<file path="config.mk">
export PLATFORM = sky130hd
export DESIGN_NAME = tcp_engine
export DESIGN_NICKNAME = d
export VERILOG_FILES = /design/src/tcp_proto_pkg.sv /design/src/tcp_ctrl_pkg.sv /design/src/tcp_conn_fsm.sv /design/src/tcp_rx_acker.sv /design/src/tcp_data_tx.sv /design/src/tcp_tx_arbiter.sv /design/src/tcp_engine.sv
export SDC_FILE = /design/constraint.sdc
export NUM_CORES = 1
export LEC_CHECK = 0
export ABC_AREA = 1
export ABC_CLOCK_PERIOD_IN_PS = 6400
export BUFFER_PORTS_ARGS = -buffer_cell sky130_fd_sc_hd__buf_2
export CAP_MARGIN = 5
export CORE_UTILIZATION = 58
export CTS_CLUSTER_DIAMETER = 150
export CTS_CLUSTER_SIZE = 25
export DETAILED_ROUTE_END_ITERATION = 12
export PLACE_DENSITY = 0.89
export SYNTH_ARGS = -nofsm -noshare
export SYNTH_HDL_FRONTEND = slang
export SYNTH_SLANG_ARGS = --single-unit
</file>
<file path="constraint.sdc">
create_clock -name clk -period 6.4 [get_ports clk]
set_clock_uncertainty 0.2 [all_clocks]
set_input_delay 0.64 -clock clk [delete_from_list [all_inputs] [get_ports clk]]
set_output_delay 0.64 -clock clk [all_outputs]
set_load 0.02 [all_outputs]
</file>
<file path="src/tcp_proto_pkg.sv">
package tcp_proto_pkg;

    // --------------------
    // Field widths
    // --------------------
    localparam int SEQ_W   = 32;
    localparam int LEN_W   = 16;
    localparam int FLAGS_W = 8;

    typedef logic [SEQ_W-1:0]   seq_t;        // Sequence or ack number
    typedef logic [LEN_W-1:0]   len_t;        // Payload length in bytes
    typedef logic [FLAGS_W-1:0] tcp_flags_t;  // Flag byte as on the wire

    // Bit positions inside tcp_flags_t
    localparam int FLAG_FIN = 0;
    localparam int FLAG_SYN = 1;
    localparam int FLAG_RST = 2;
    localparam int FLAG_PSH = 3;
    localparam int FLAG_ACK = 4;

    // --------------------
    // Segment descriptors
    // --------------------
    typedef struct packed {
        seq_t       seq;
        seq_t       ack;
        tcp_flags_t flags;
        len_t       window;       // Our receive window
        len_t       payload_len;
    } tcp_seg_t;                  // Outgoing segment, to the sender

    typedef struct packed {
        seq_t       seq;
        seq_t       ack;
        tcp_flags_t flags;
        len_t       payload_len;
    } tcp_meta_t;                 // Parsed incoming segment

endpackage

</file>
<file path="src/tcp_ctrl_pkg.sv">
package tcp_ctrl_pkg;

    // Connection states
    typedef enum logic [3:0] {
        ST_CLOSED,
        ST_SYN_SENT,
        ST_ESTABLISHED,
        ST_FIN_WAIT_1,
        ST_FIN_WAIT_2,
        ST_TIME_WAIT,
        ST_CLOSE_WAIT,
        ST_LAST_ACK
    } tcp_state_e;

    // Application opcodes
    typedef enum logic [7:0] {
        CMD_CONNECT = 8'h01,
        CMD_CLOSE   = 8'h02,
        CMD_SEND    = 8'h03
    } tcp_cmd_e;

    // Request from a producer to the tx arbiter
    typedef struct packed {
        tcp_proto_pkg::tcp_flags_t flags;
        tcp_proto_pkg::len_t       payload_len;
        logic                      retx;         // Resend, reuse last seq
    } seg_req_t;

endpackage

</file>
<file path="src/tcp_conn_fsm.sv">
`timescale 1ns/1ps

module tcp_conn_fsm #(
    parameter int                  TIMEOUT_CYCLES   = 1000,
    parameter int                  TIME_WAIT_CYCLES = 2000,
    parameter int                  MAX_RETRIES      = 3,
    parameter tcp_proto_pkg::seq_t ISN              = 32'h1234_5678
) (
    input  logic                     clk,
    input  logic                     rst_n,
    input  logic                     cmd_valid,
    input  tcp_ctrl_pkg::tcp_cmd_e   cmd_op,
    input  tcp_proto_pkg::len_t      cmd_len,
    output logic                     cmd_ready,
    input  logic                     meta_valid,
    input  tcp_proto_pkg::tcp_meta_t meta,
    input  tcp_proto_pkg::seq_t      snd_nxt,
    input  logic                     data_pending,
    output logic                     send_go,
    output tcp_proto_pkg::len_t      send_len,
    output logic                     rcv_init,
    output logic                     rcv_fin,
    output logic                     rcv_data,
    output logic                     req,
    output tcp_ctrl_pkg::seg_req_t   req_seg,
    input  logic                     grant,
    output tcp_ctrl_pkg::tcp_state_e state
);
    import tcp_proto_pkg::*;
    import tcp_ctrl_pkg::*;

    localparam int TMR_MAX = (TIMEOUT_CYCLES > TIME_WAIT_CYCLES) ? TIMEOUT_CYCLES
                                                                 : TIME_WAIT_CYCLES;
    localparam int TMR_W   = $clog2(TMR_MAX + 1);
    localparam int RTY_W   = $clog2(MAX_RETRIES + 2);

    localparam tcp_flags_t F_ACK     = tcp_flags_t'(1 << FLAG_ACK);
    localparam tcp_flags_t F_SYN     = tcp_flags_t'(1 << FLAG_SYN);
    localparam tcp_flags_t F_FIN_ACK = tcp_flags_t'((1 << FLAG_FIN) | (1 << FLAG_ACK));

    logic [TMR_W-1:0] timer;     // Shared by retransmit and TIME_WAIT
    logic             tmr_on;
    logic [RTY_W-1:0] retries;
    logic             expired;
    logic             give_up;
    logic             cmd_take;
    logic             peer_rst;
    logic             ack_ok;

    function automatic seg_req_t mk_req(input tcp_flags_t flags);
        return '{flags: flags, payload_len: '0, retx: 1'b0};
    endfunction

    // --------------------
    // Decode
    // --------------------
    assign cmd_take = cmd_valid && cmd_ready;
    assign peer_rst = meta_valid && meta.flags[FLAG_RST] && (state != ST_CLOSED);
    assign ack_ok   = meta_valid && meta.flags[FLAG_ACK] && (meta.ack == snd_nxt);
    assign expired  = tmr_on && (timer == '0);
    assign give_up  = (retries == RTY_W'(MAX_RETRIES));

    assign rcv_init = ack_ok && meta.flags[FLAG_SYN] && !meta.flags[FLAG_RST]
                      && (state == ST_SYN_SENT);
    assign rcv_fin  = meta_valid && meta.flags[FLAG_FIN] && !meta.flags[FLAG_RST]
                      && (state == ST_ESTABLISHED || state == ST_FIN_WAIT_2);
    assign rcv_data = meta_valid && !meta.flags[FLAG_FIN] && !meta.flags[FLAG_RST]
                      && (meta.payload_len != '0) && (state == ST_ESTABLISHED);

    assign send_go  = cmd_take && (cmd_op == CMD_SEND) && (state == ST_ESTABLISHED);
    assign send_len = cmd_len;

    always_comb begin
        case (state)
            ST_CLOSED:      cmd_ready = 1'b1;                  // CONNECT only
            ST_ESTABLISHED: cmd_ready = !req && !data_pending; // SEND or CLOSE
            ST_CLOSE_WAIT:  cmd_ready = 1'b1;                  // CLOSE only
            default:        cmd_ready = 1'b0;
        endcase
    end

    // --------------------
    // State, timer, retries
    // --------------------
    always_ff @(posedge clk or negedge rst_n) begin
        if (!rst_n) begin
            state   <= ST_CLOSED;
            req     <= 1'b0;
            req_seg <= '0;
            timer   <= '0;
            tmr_on  <= 1'b0;
            retries <= '0;
        end else begin
            if (grant) begin
                req <= 1'b0;
                if (req_seg.flags[FLAG_SYN] || req_seg.flags[FLAG_FIN]) begin
                    timer  <= TMR_W'(TIMEOUT_CYCLES - 1);   // Wait for the peer answer
                    tmr_on <= 1'b1;
                end else if (state == ST_TIME_WAIT) begin
                    timer  <= TMR_W'(TIME_WAIT_CYCLES - 1); // Final ACK is out
                    tmr_on <= 1'b1;
                end
            end else if (tmr_on && timer != '0) begin
                timer <= timer - 1'b1;
            end

            // Retransmit of SYN or FIN|ACK, req_seg still holds the last one
            if (expired && (state == ST_SYN_SENT || state == ST_FIN_WAIT_1
                            || state == ST_LAST_ACK)) begin
                tmr_on <= 1'b0;
                if (give_up) begin
                    state <= ST_CLOSED;
                    req   <= 1'b0;
                end else begin
                    retries      <= retries + 1'b1;
                    req          <= 1'b1;
                    req_seg.retx <= 1'b1;
                end
            end

            case (state)
                ST_CLOSED: begin
                    if (cmd_take && cmd_op == CMD_CONNECT) begin
                        state   <= ST_SYN_SENT;
                        req     <= 1'b1;
                        req_seg <= mk_req(F_SYN);
                        retries <= '0;
                    end
                end
                ST_SYN_SENT: begin
                    if (rcv_init) begin             // Third leg of the handshake
                        state   <= ST_ESTABLISHED;
                        req     <= 1'b1;
                        req_seg <= mk_req(F_ACK);
                        tmr_on  <= 1'b0;
                    end
                end
                ST_ESTABLISHED: begin
                    if (rcv_fin) begin              // Passive close
                        state   <= ST_CLOSE_WAIT;
                        req     <= 1'b1;
                        req_seg <= mk_req(F_ACK);
                    end else if (cmd_take && cmd_op == CMD_CLOSE) begin
                        state   <= ST_FIN_WAIT_1;
                        req     <= 1'b1;
                        req_seg <= mk_req(F_FIN_ACK);
                        retries <= '0;
                    end
                end
                ST_FIN_WAIT_1: begin
                    if (ack_ok) begin               // Our FIN is acked
                        state  <= ST_FIN_WAIT_2;
                        tmr_on <= 1'b0;
                    end
                end
                ST_FIN_WAIT_2: begin
                    if (rcv_fin) begin
                        state   <= ST_TIME_WAIT;
                        req     <= 1'b1;
                        req_seg <= mk_req(F_ACK);
                        tmr_on  <= 1'b0;
                    end
                end
                ST_TIME_WAIT: begin
                    if (expired) begin
                        state  <= ST_CLOSED;
                        tmr_on <= 1'b0;
                    end
                end
                ST_CLOSE_WAIT: begin
                    // A still pending ACK merges into the FIN|ACK
                    if (cmd_take && cmd_op == CMD_CLOSE) begin
                        state   <= ST_LAST_ACK;
                        req     <= 1'b1;
                        req_seg <= mk_req(F_FIN_ACK);
                        retries <= '0;
                        tmr_on  <= 1'b0;
                    end
                end
                ST_LAST_ACK: begin
                    if (ack_ok) begin
                        state  <= ST_CLOSED;
                        req    <= 1'b0;
                        tmr_on <= 1'b0;
                    end
                end
                default: state <= ST_CLOSED;
            endcase

            if (peer_rst) begin                     // Drop the connection
                state  <= ST_CLOSED;
                req    <= 1'b0;
                tmr_on <= 1'b0;
            end
        end
    end

    // --------------------
    // Checks
    // --------------------
    a_state_legal: assert property (@(posedge clk) disable iff (!rst_n)
        state inside {ST_CLOSED, ST_SYN_SENT, ST_ESTABLISHED, ST_FIN_WAIT_1,
                      ST_FIN_WAIT_2, ST_TIME_WAIT, ST_CLOSE_WAIT, ST_LAST_ACK});

    a_req_hold: assert property (@(posedge clk) disable iff (!rst_n)
        req && !grant |=> req || state == ST_CLOSED);

    // SYN-ACK only matches once the arbiter has stamped our SYN
    a_synack_isn: assert property (@(posedge clk) disable iff (!rst_n)
        rcv_init |-> snd_nxt == ISN + seq_t'(1));

endmodule

</file>
<file path="src/tcp_rx_acker.sv">
`timescale 1ns/1ps

module tcp_rx_acker (
    input  logic                     clk,
    input  logic                     rst_n,
    input  logic                     meta_valid,
    input  tcp_proto_pkg::tcp_meta_t meta,
    input  logic                     rcv_init,
    input  logic                     rcv_fin,
    input  logic                     rcv_data,
    output tcp_proto_pkg::seq_t      rcv_nxt,
    output logic                     req,
    output tcp_ctrl_pkg::seg_req_t   req_seg,
    input  logic                     grant
);
    import tcp_proto_pkg::*;
    import tcp_ctrl_pkg::*;

    logic in_order;

    assign in_order = meta_valid && (meta.seq == rcv_nxt);

    // Pure ACK, the arbiter stamps ack from rcv_nxt at grant time
    assign req_seg = '{flags: tcp_flags_t'(1 << FLAG_ACK), payload_len: '0, retx: 1'b0};

    always_ff @(posedge clk or negedge rst_n) begin
        if (!rst_n) begin
            rcv_nxt <= '0;
            req     <= 1'b0;
        end else begin
            if (grant) req <= 1'b0;
            if (rcv_init) begin
                rcv_nxt <= meta.seq + seq_t'(1);         // Peer SYN takes one number
            end else if (rcv_fin) begin
                rcv_nxt <= rcv_nxt + seq_t'(1);          // So does its FIN
            end else if (rcv_data) begin
                req <= 1'b1;                             // Dup ACK when out of order
                if (in_order) rcv_nxt <= rcv_nxt + seq_t'(meta.payload_len);
            end
        end
    end

endmodule

</file>
<file path="src/tcp_data_tx.sv">
`timescale 1ns/1ps

module tcp_data_tx #(
    parameter int MSS = 1460
) (
    input  logic                   clk,
    input  logic                   rst_n,
    input  logic                   send_go,
    input  tcp_proto_pkg::len_t    send_len,
    output logic                   data_pending,
    output logic                   req,
    output tcp_ctrl_pkg::seg_req_t req_seg,
    input  logic                   grant
);
    import tcp_proto_pkg::*;
    import tcp_ctrl_pkg::*;

    localparam tcp_flags_t F_ACK     = tcp_flags_t'(1 << FLAG_ACK);
    localparam tcp_flags_t F_ACK_PSH = tcp_flags_t'((1 << FLAG_ACK) | (1 << FLAG_PSH));

    len_t remaining;   // Bytes not yet granted
    len_t seg_len;
    logic last_seg;

    assign last_seg     = (remaining <= len_t'(MSS));
    assign seg_len      = last_seg ? remaining : len_t'(MSS);
    assign data_pending = (remaining != '0);

    // PSH marks the tail of the send command
    assign req_seg = '{flags:       last_seg ? F_ACK_PSH : F_ACK,
                       payload_len: seg_len,
                       retx:        1'b0};

    always_ff @(posedge clk or negedge rst_n) begin
        if (!rst_n) begin
            remaining <= '0;
            req       <= 1'b0;
        end else begin
            if (send_go) remaining <= send_len;
            else if (grant) remaining <= remaining - seg_len;

            if (grant) req <= 1'b0;              // Drop for one cycle between segments
            else if (data_pending) req <= 1'b1;
        end
    end

    a_no_overlap: assert property (@(posedge clk) disable iff (!rst_n)
        send_go |-> !data_pending);

endmodule

</file>
<file path="src/tcp_tx_arbiter.sv">
`timescale 1ns/1ps

module tcp_tx_arbiter #(
    parameter tcp_proto_pkg::seq_t ISN = 32'h1234_5678
) (
    input  logic                    clk,
    input  logic                    rst_n,
    input  logic                    fsm_req,
    input  tcp_ctrl_pkg::seg_req_t  fsm_seg,
    output logic                    fsm_grant,
    input  logic                    ack_req,
    input  tcp_ctrl_pkg::seg_req_t  ack_seg,
    output logic                    ack_grant,
    input  logic                    data_req,
    input  tcp_ctrl_pkg::seg_req_t  data_seg,
    output logic                    data_grant,
    input  tcp_proto_pkg::seq_t     rcv_nxt,
    input  tcp_proto_pkg::len_t     rcv_window,
    input  logic                    closed,
    output tcp_proto_pkg::seq_t     snd_nxt,
    output logic                    sender_start,
    output tcp_proto_pkg::tcp_seg_t sender_seg,
    input  logic                    sender_busy
);
    import tcp_proto_pkg::*;
    import tcp_ctrl_pkg::*;

    logic     active;      // Low means idle and free to grant
    logic     any_grant;
    seg_req_t gnt_seg;
    seq_t     advance;

    assign any_grant = fsm_grant | ack_grant | data_grant;

    always_comb begin
        if (fsm_grant) gnt_seg = fsm_seg;
        else if (ack_grant) gnt_seg = ack_seg;
        else gnt_seg = data_seg;
    end

    // SYN and FIN each use one sequence number
    assign advance = seq_t'(gnt_seg.payload_len) + seq_t'(gnt_seg.flags[FLAG_SYN])
                     + seq_t'(gnt_seg.flags[FLAG_FIN]);

    // --------------------
    // Grant and start/busy
    // --------------------
    always_ff @(posedge clk or negedge rst_n) begin
        if (!rst_n) begin
            active       <= 1'b0;
            fsm_grant    <= 1'b0;
            ack_grant    <= 1'b0;
            data_grant   <= 1'b0;
            sender_start <= 1'b0;
            snd_nxt      <= ISN;
        end else begin
            fsm_grant    <= 1'b0;
            ack_grant    <= 1'b0;
            data_grant   <= 1'b0;
            sender_start <= any_grant;          // Start follows the grant
            if (!active) begin
                active <= fsm_req | ack_req | data_req;
                if (fsm_req) fsm_grant <= 1'b1; // Fixed priority
                else if (ack_req) ack_grant <= 1'b1;
                else if (data_req) data_grant <= 1'b1;
            end else if (!any_grant && !sender_start && !sender_busy) begin
                active <= 1'b0;                 // Sender done
            end

            if (closed) snd_nxt <= ISN;
            else if (any_grant && !gnt_seg.retx) snd_nxt <= snd_nxt + advance;
        end
    end

    // Segment stamp, held until the next start
    always_ff @(posedge clk) begin
        if (any_grant) begin
            sender_seg.seq         <= gnt_seg.retx ? snd_nxt - seq_t'(1) : snd_nxt;
            sender_seg.ack         <= rcv_nxt;
            sender_seg.flags       <= gnt_seg.flags;
            sender_seg.window      <= rcv_window;
            sender_seg.payload_len <= gnt_seg.payload_len;
        end
    end

    a_grant_onehot: assert property (@(posedge clk) disable iff (!rst_n)
        $onehot0({fsm_grant, ack_grant, data_grant}));

    a_start_from_idle: assert property (@(posedge clk) disable iff (!rst_n)
        sender_start |-> $past(any_grant) && !$past(active, 2));

endmodule

</file>
<file path="src/tcp_engine.sv">
`timescale 1ns/1ps

module tcp_engine #(
    parameter int                  TIMEOUT_CYCLES   = 1000,
    parameter int                  TIME_WAIT_CYCLES = 2000,
    parameter int                  MAX_RETRIES      = 3,
    parameter tcp_proto_pkg::seq_t ISN              = 32'h1234_5678,
    parameter int                  MSS              = 1460
) (
    input  logic                     clk,
    input  logic                     rst_n,
    input  logic                     cmd_valid,
    input  tcp_ctrl_pkg::tcp_cmd_e   cmd_op,
    input  tcp_proto_pkg::len_t      cmd_len,
    output logic                     cmd_ready,
    input  logic                     meta_valid,
    input  tcp_proto_pkg::tcp_meta_t meta,
    input  tcp_proto_pkg::len_t      rcv_window,
    output logic                     sender_start,
    output tcp_proto_pkg::tcp_seg_t  sender_seg,
    input  logic                     sender_busy,
    output tcp_ctrl_pkg::tcp_state_e conn_state
);
    import tcp_proto_pkg::*;
    import tcp_ctrl_pkg::*;

    seq_t     snd_nxt;
    seq_t     rcv_nxt;
    len_t     send_len;
    logic     send_go;
    logic     data_pending;
    logic     rcv_init;
    logic     rcv_fin;
    logic     rcv_data;
    logic     fsm_req;
    logic     fsm_grant;
    logic     ack_req;
    logic     ack_grant;
    logic     data_req;
    logic     data_grant;
    seg_req_t fsm_seg;
    seg_req_t ack_seg;
    seg_req_t data_seg;

    // --------------------
    // Producers
    // --------------------
    tcp_conn_fsm #(
        .TIMEOUT_CYCLES  (TIMEOUT_CYCLES),
        .TIME_WAIT_CYCLES(TIME_WAIT_CYCLES),
        .MAX_RETRIES     (MAX_RETRIES),
        .ISN             (ISN)
    ) conn_fsm_i (
        .clk, .rst_n,
        .cmd_valid, .cmd_op, .cmd_len, .cmd_ready,
        .meta_valid, .meta,
        .snd_nxt, .data_pending,
        .send_go, .send_len,
        .rcv_init, .rcv_fin, .rcv_data,
        .req(fsm_req), .req_seg(fsm_seg), .grant(fsm_grant),
        .state(conn_state)
    );

    tcp_rx_acker rx_acker_i (
        .clk, .rst_n,
        .meta_valid, .meta,
        .rcv_init, .rcv_fin, .rcv_data,
        .rcv_nxt,
        .req(ack_req), .req_seg(ack_seg), .grant(ack_grant)
    );

    tcp_data_tx #(.MSS(MSS)) data_tx_i (
        .clk, .rst_n,
        .send_go, .send_len, .data_pending,
        .req(data_req), .req_seg(data_seg), .grant(data_grant)
    );

    // Shared sender port
    tcp_tx_arbiter #(.ISN(ISN)) tx_arbiter_i (
        .clk, .rst_n,
        .fsm_req, .fsm_seg, .fsm_grant,
        .ack_req, .ack_seg, .ack_grant,
        .data_req, .data_seg, .data_grant,
        .rcv_nxt, .rcv_window,
        .closed(conn_state == ST_CLOSED),
        .snd_nxt,
        .sender_start, .sender_seg, .sender_busy
    );

endmodule

</file>
* Yosys cells after proc, flatten, opt, wreduce, memory -nomap -nowiden
Index checks and enable logic that the tools add are counted.
** Word-level totals
- Logic and storage cells :: 196
- Register bits after elaboration :: 236
** Cells by class
- Order comparisons :: 1
- Bitwise gates (word level) :: 4
- Reduce and logical (&&, ||, !) cells :: 57
- Add/subtract/negate cells :: 10
- Eq/ne operators :: 17
- Muxes and demuxes :: 84
** Operators with widths (number)
- 2-to-1 mux 32 bit :: 7
- 2-to-1 mux 25 bit :: 6
- one-hot mux 25 bit (5 select lines) :: 1
- adder 32 x 1 -> 32 bit, second input constant :: 2
- equality test 32 bit :: 2
- 2-to-1 mux 4 bit :: 13
- 2-to-1 mux 16 bit :: 3
- 2-to-1 mux 11 bit :: 4
- 2-to-1 mux 1 bit :: 39
- adder 32 x 1 -> 32 bit :: 1
- adder 32 x 16 -> 32 bit :: 1
- adder 32 bit :: 1
- one-hot mux 4 bit (8 select lines) :: 1
- nonzero test 16 bit :: 2
- subtractor 32 x 1 -> 32 bit, second input constant :: 1
- logical AND 1 bit :: 27
- 2-to-1 mux 21 bit :: 1
- adder 16 x 1 -> 17 bit :: 1
- equality test 4 x 3 -> 1 bit, second input constant :: 4
- equality test 8 x 2 -> 1 bit, second input constant :: 2
- less-or-equal comparator 16 x 11 -> 1 bit, second input constant :: 1
- subtractor 16 bit :: 1
- 2-to-1 mux 3 bit :: 5
- logical NOT 11 bit :: 1
- other kinds (25) :: 46

* Longest topological paths before layout
- Depth in word-level cells :: 10
- Gate-level depth with buffers :: 31

* Cells and area by module
A second synthesis with hierarchy kept.
** Second synthesis, totals
- Cells, all modules :: 2733
- Area, all modules :: 18306.3 µm²
** By module, submodules not included
- tcp_tx_arbiter :: area each 7866.3 µm², instances 1, cells an instance 896, sequential area each 4065.1 µm²
- tcp_rx_acker :: area each 5006.1 µm², instances 1, cells an instance 955, sequential area each 825.8 µm²
- tcp_conn_fsm :: area each 3863.7 µm², instances 1, cells an instance 644, sequential area each 1126.1 µm²
- tcp_data_tx :: area each 1544.0 µm², instances 1, cells an instance 231, sequential area each 425.4 µm²
- tcp_engine :: area each 26.3 µm², instances 1, cells an instance 7, sequential area each 0.0 µm²

* Worst setup path before layout
OpenSTA, ideal clock, no wires.
- Path kind :: register to register
- Start point :: reg tx_arbiter_i.fsm_grant
- End point :: reg tx_arbiter_i.snd_nxt[17]
- Period minus slack after synthesis :: 4.474 ns
- Arrival time :: 4.154 ns
- Required time :: 6.081 ns
- Slack :: 1.926 ns
- Library setup time :: 0.119 ns
- Cell stages (with the launch flop) :: 10
- Cell sequence :: dfrtp_1 nor2_1 buf_4 nand2_1 nand2_1 nand2_1 clkbuf_1 nand3_1 nand2_1 nor2_1
** On the way
- Elaborated cells on any way between the ends :: 11
** RTL lines
- start: declaration :: RTL line tcp_tx_arbiter.sv:10 : output logic fsm_grant,
- start signal: assignment :: RTL line tcp_tx_arbiter.sv:51 : fsm_grant <= 1'b0;
- start signal: assignment :: RTL line tcp_tx_arbiter.sv:57 : fsm_grant <= 1'b0;
- start signal: assignment :: RTL line tcp_tx_arbiter.sv:63 : if (fsm_req) fsm_grant <= 1'b1;
- bitwise OR 1 bit (2 in series) :: RTL line tcp_tx_arbiter.sv:33 : assign any_grant = fsm_grant | ack_grant | data_grant;
- named net tx_arbiter_i.any_grant :: RTL line tcp_tx_arbiter.sv:29 : logic any_grant;
- logical AND 1 bit :: RTL line tcp_tx_arbiter.sv:71 : else if (any_grant && !gnt_seg.retx) snd_nxt <= snd_nxt + advance;
- nonzero test 2 bit (no source line)
- end signal: assignment :: RTL line tcp_tx_arbiter.sv:71
- end: declaration :: RTL line tcp_tx_arbiter.sv:20 : output tcp_proto_pkg::seq_t snd_nxt,
The timed path passes the listed nets, and every way through them passes these cells. The select of a mux whose other input is x is not followed.
A chain may end at the register's enable or synchronous reset.

* Worst setup path after layout
- Start point :: reg data_tx_i.remaining[12]
- End point :: reg tx_arbiter_i.snd_nxt[25]
** On the way
- Cells in the longest elaborated chain, start to end :: 9
** Ends and longest elaborated chain
- start: declaration :: RTL line tcp_data_tx.sv:21 : len_t remaining;
- start signal: assignment :: RTL line tcp_data_tx.sv:39 : if (send_go) remaining <= send_len;
- start signal: assignment :: RTL line tcp_data_tx.sv:40 : else if (grant) remaining <= remaining - seg_len;
- less-or-equal comparator 16 x 11 -> 1 bit :: RTL line tcp_data_tx.sv:25 : assign last_seg = (remaining <= len_t'(MSS));
- 2-to-1 mux 16 bit (*) :: RTL line tcp_data_tx.sv:26 : assign seg_len = last_seg ? remaining : len_t'(MSS);
- 2-to-1 mux 21 bit (*) :: RTL line tcp_tx_arbiter.sv:37 : else if (ack_grant) gnt_seg = ack_seg;
- 2-to-1 mux 25 bit (*) :: RTL line tcp_tx_arbiter.sv:36 : if (fsm_grant) gnt_seg = fsm_seg;
- adder 16 x 1 -> 17 bit (*) :: RTL line tcp_tx_arbiter.sv:42 : assign advance = seq_t'(gnt_seg.payload_len) + seq_t'(gnt_seg.flags[FLAG_SYN])
- adder 32 x 1 -> 32 bit (*) :: RTL line tcp_tx_arbiter.sv:43 : + seq_t'(gnt_seg.flags[FLAG_FIN]);
- adder 32 bit (*) :: RTL line tcp_tx_arbiter.sv:71
- 2-to-1 mux 32 bit (*) :: RTL line tcp_tx_arbiter.sv:71
- 2-to-1 mux 32 bit (*) :: RTL line tcp_tx_arbiter.sv:70 : if (closed) snd_nxt <= ISN;
Every way passes the cells marked *; elsewhere a longest branch is shown, timed or not. The select of a mux whose other input is x is not followed.

==> impl_metrics.py <==
metrics = {
    "power_and_ir_drop": {
        "switching_power_w": 0.00214,
        "p_clk_share_pct": 17.6,
        "p_seq_share_pct": 41.3,
        "switching_share_pct": 41.5,
        "power.density_nw_per_um2": 293,
        "p_int_w": 0.00302,
        "p_leak_nw": 8.54,
        "ir_drop_uv": 160,
        "combPwrFrac_pct": 41.1,
    },
    "cells_and_area": {
        "fin_util_pct": 65.7,
        "diodes": 0,
        "fillers": 2347,
        "synthToLayoutAreaGrowth_pct": 11.5,
        "final_area_sq_um": 17600,
        "drive_above_1_share_pct": 15.8,
        "fin_nets": 2493,
    },
    "cts": {
        "postCtsHoldBufs": 0,
        "tritoncts": "yes",
        "clk_path_buf_depth": 3,
        "cts.sink_count": 236,
        "root_buffer": "clkbuf_16",
        "clk_pin_slew_ns": 0.11,
        "cts_buffers": 13,
        "htree_levels": 1,
        "cts_resized": 0,
        "post_cts_buffers": 0,
        "clk_latency_ns": 0.50,
    },
    "route": {
        "drc_errors": 0,
        "routed_wl_microns": 45800,
        "vias_per_cell": 5.67,
        "met2WireLength_microns": 21700,
        "drtPass1Iterations": 5,
        "drtIter0Drc": 1254,
        "top_layer": "met4",
        "wl_met3_microns": 3360,
        "wl_met1_microns": 19100,
        "vias": 15128,
        "ant_nets": 0,
        "wl_per_cell_microns": 17.2,
    },
    "setup_path": {
        "cp_max_fo": 21,
        "rr_endpoint": "tx_arbiter_i.snd_nxt[25]",
        "endpoint": "tx_arbiter_i.snd_nxt[25]",
        "regToRegSetupSlack_ns": 1.44,
        "critical_path_class": "register to register",
        "cp_data_arrival_time_ns": 5.16,
        "critPathLaunchType": "register",
        "worst_setup_path_end_kind": "register",
        "startpoint": "data_tx_i.remaining[12]",
        "critPathRequiredTime_ns": 6.60,
        "r2r-start": "data_tx_i.remaining[12]",
        "reg2reg_depth": 25,
    },
    "sta": {
        "fin_crit_ns": 4.96,
        "final_max_slew_viol_count": 0,
        "setup_viol": 0,
        "worstMarginPinSlew_ns": 0.967,
        "timing.fmax_ghz": 0.202,
        "period_share_pct": 77.5,
        "relSlewSlack_pct": 35.5,
        "hold_viol_final": 0,
        "final.setup.tns_ns": 0,
        "rsz0062_at_grt": "false",
    },
    "global_routing": {
        "grt_max_degree": 78,
        "grt_antenna_before_repair": 0,
        "grt_pass1_wl_microns": 73500,
        "track_usage_pct": 33.0,
        "first_global_vias": 14415,
        "grt-ovfl-total": 0,
    },
    "synthesis": {
        "async_flop_share_pct": 55.9,
        "synthesis.nets": 2272,
        "ys_seq_area_share_pct": 40.8,
        "synth_edf_count": 104,
        "avgSynthCellArea_sq_um": 7.53,
        "syn_area_sq_um": 15800,
        "synth_seq_cells": 236,
        "yosysWarnings": 0,
        "syn_inst": 2097,
        "ys_types": 59,
        "ys.flop_type": "dfrtp_1",
    },
    "floorplanning": {
        "floorplan.initialDensity_pct": 58.9,
        "die_area_sq_um": 27900,
        "die_y_microns": 167,
        "rows": 60,
        "dieWidth_microns": 167,
        "ios": 243,
        "core-area_sq_um": 26800,
    },
    "placement": {
        "placed_cell_area_sq_um": 17200,
        "gp_congestion": 1.01,
        "placement.io_buffers": 238,
        "post-dp-hpwl_microns": 35600,
    },
    "min_path": {
        "hp-class": "primary input to async pin",
    },
    "status": {
        "status": "finished clean",
    },
    "job": {
        "max-cap-violations": 0,
    },
}
## synth_stat cells (11+ instances only)
master / n / area share (%)
xor2_1: 76 / 4.2
nand4_1: 50 / 2.0
a21oi_1: 77 / 2.4
o211ai_1: 11 / 0.52
nor3_1: 54 / 1.7
xnor2_1: 34 / 1.9
nand2_4: 12 / 0.86
inv_1: 298 / 7.1
nand2_1: 478 / 11
nor2_1: 250 / 5.9
nor4_1: 16 / 0.63
o21ai_1: 20 / 0.63
o22ai_1: 27 / 1.1
edfxtp_1: 104 / 20
clkbuf_1: 15 / 0.36
nand3_1: 129 / 4.1
dfrtp_1: 119 / 19
inv_2: 15 / 0.36
nand2_2: 24 / 0.95
o21ai_0: 118 / 3.7
dfstp_2: 13 / 2.2
ha_1: 39 / 3.1
## sequential cells by signal, indices dropped and copies added (netlist names)
register,flops
tx_arbiter_i.fsm_grant,1
conn_fsm_i.state,4
conn_fsm_i.timer,11
tx_arbiter_i.ack_grant,1
tx_arbiter_i.data_grant,1
conn_fsm_i.tmr_on,1
data_tx_i.req,1
rx_acker_i.req,1
tx_arbiter_i.active,1
conn_fsm_i.req_seg,25
conn_fsm_i.retries,3
tx_arbiter_i.sender_seg,104
tx_arbiter_i.sender_start,1
data_tx_i.remaining,16
conn_fsm_i.req,1
rx_acker_i.rcv_nxt,32
tx_arbiter_i.snd_nxt,32
## worst max-delay path: stages (launching register included)
cell,delay (ns)
dfrtp_1,0.42
nor2_2,0.17
nand2_2,0.11
nor2_4,0.16
nand3_4,0.13
nand2_4,0.29
nand2_1,0.23
o21ai_0,0.26
ha_1,0.24
inv_1,0.10
nor2_4,0.18
nand3_1,0.14
nor2_1,0.10
a21oi_1,0.07
ha_1,0.38
nand2_1,0.11
nor2_1,0.17
nand2_1,0.08
inv_1,0.07
nand4_1,0.10
nand3_1,0.27
nand3_1,0.17
nor3_1,0.26
nand2_1,0.14
o21ai_0,0.22
nand3_1,0.10
## layer usage
| layer | up-vias | track usage [%] |
|---|---|---|
| met4 | 0 | 11.6 |
| met1 | 7024 | 44.2 |
| met5 | - | 0 |
| met3 | 111 | 3.11 |
| met2 | 700 | 55.9 |
| li1 | 7293 | - |
## per-stage QoR
step / setup WS [ns] / hold slack (ns) / total power (W) / instances
after floorplan: 1.93 / 0.144 / 0.00368 / 2097
after global placement: 1.72 / 0.243 / 0.00421 / 2644
after detailed placement: 1.53 / 0.251 / 0.00426 / 2644
after CTS: 1.47 / 0.0424 / 0.00517 / 2666
after global routing: 0.907 / 0.0758 / 0.00550 / 2666
final: 1.44 / 0.0391 / 0.00516 / 2666
## power groups by stage
stage | sequential (W) | combinational [W] | clock, W
finish | 0.00213 | 0.00212 | 0.000909
global route | 0.00216 | 0.00236 | 0.000978
CTS | 0.00213 | 0.00211 | 0.000924
detailed placement | 0.00216 | 0.00211 | 0
global placement | 0.00215 | 0.00206 | 0
floorplan | 0.00236 | 0.00133 | 0
## area by class of cell
class / instances / area [sq um] / share of cell area (%)
Multi-Input combinational cell: 1508 / 7940 / 45.1
Clock buffer: 20 / 352 / 2.00
Tap cell: 341 / 427 / 2.42
Timing Repair Buffer: 244 / 1240 / 7.03
Clock inverter: 2 / 25.0 / 0.142
Sequential cell: 236 / 6440 / 36.6
Inverter: 315 / 1180 / 6.72
## worst min path at each step
| stage | start | end | slack, ns | cells after the start |
|---|---|---|---|---|
| floorplan | rst_n | conn_fsm_i.req | 0.14 | 0 |
| global placement | rx_acker_i.req | tx_arbiter_i.data_grant | 0.24 | 1 |
| detailed placement | rx_acker_i.req | tx_arbiter_i.data_grant | 0.25 | 1 |
| CTS | rst_n | tx_arbiter_i.snd_nxt[19] | 0.04 | 1 |
| global route | rst_n | rx_acker_i.rcv_nxt[28] | 0.08 | 1 |
| finish | rst_n | tx_arbiter_i.snd_nxt[27] | 0.04 | 1 |
## cells by family after synthesis
kind of cell               count (synthesis)  synth area share, %
DFF                                      236                 40.8
other                                      2               0.0476
and+or+nand+nor                         1066                 30.5
buffers and inverters                    353                 8.97
AOI/OAI and AO/OA                        287                 10.1
muxes                                      1               0.0634
adders and majority gates                 42                 3.47
xor gates and xnor gates                 110                 6.10
## cell usage in the layout (no fill, tap or decap), types with 20 or more instances in the layout
master	n
nand2_1	477
inv_1	298
nor2_1	250
buf_2	237
nand3_1	129
dfrtp_1	119
o21ai_0	118
edfxtp_1	104
a21oi_1	77
xor2_1	76
nor3_1	54
nand4_1	50
ha_1	39
xnor2_1	34
o22ai_1	27
nand2_2	24
o21ai_1	20
No activity file was read; power rests on OpenSTA's default activity.
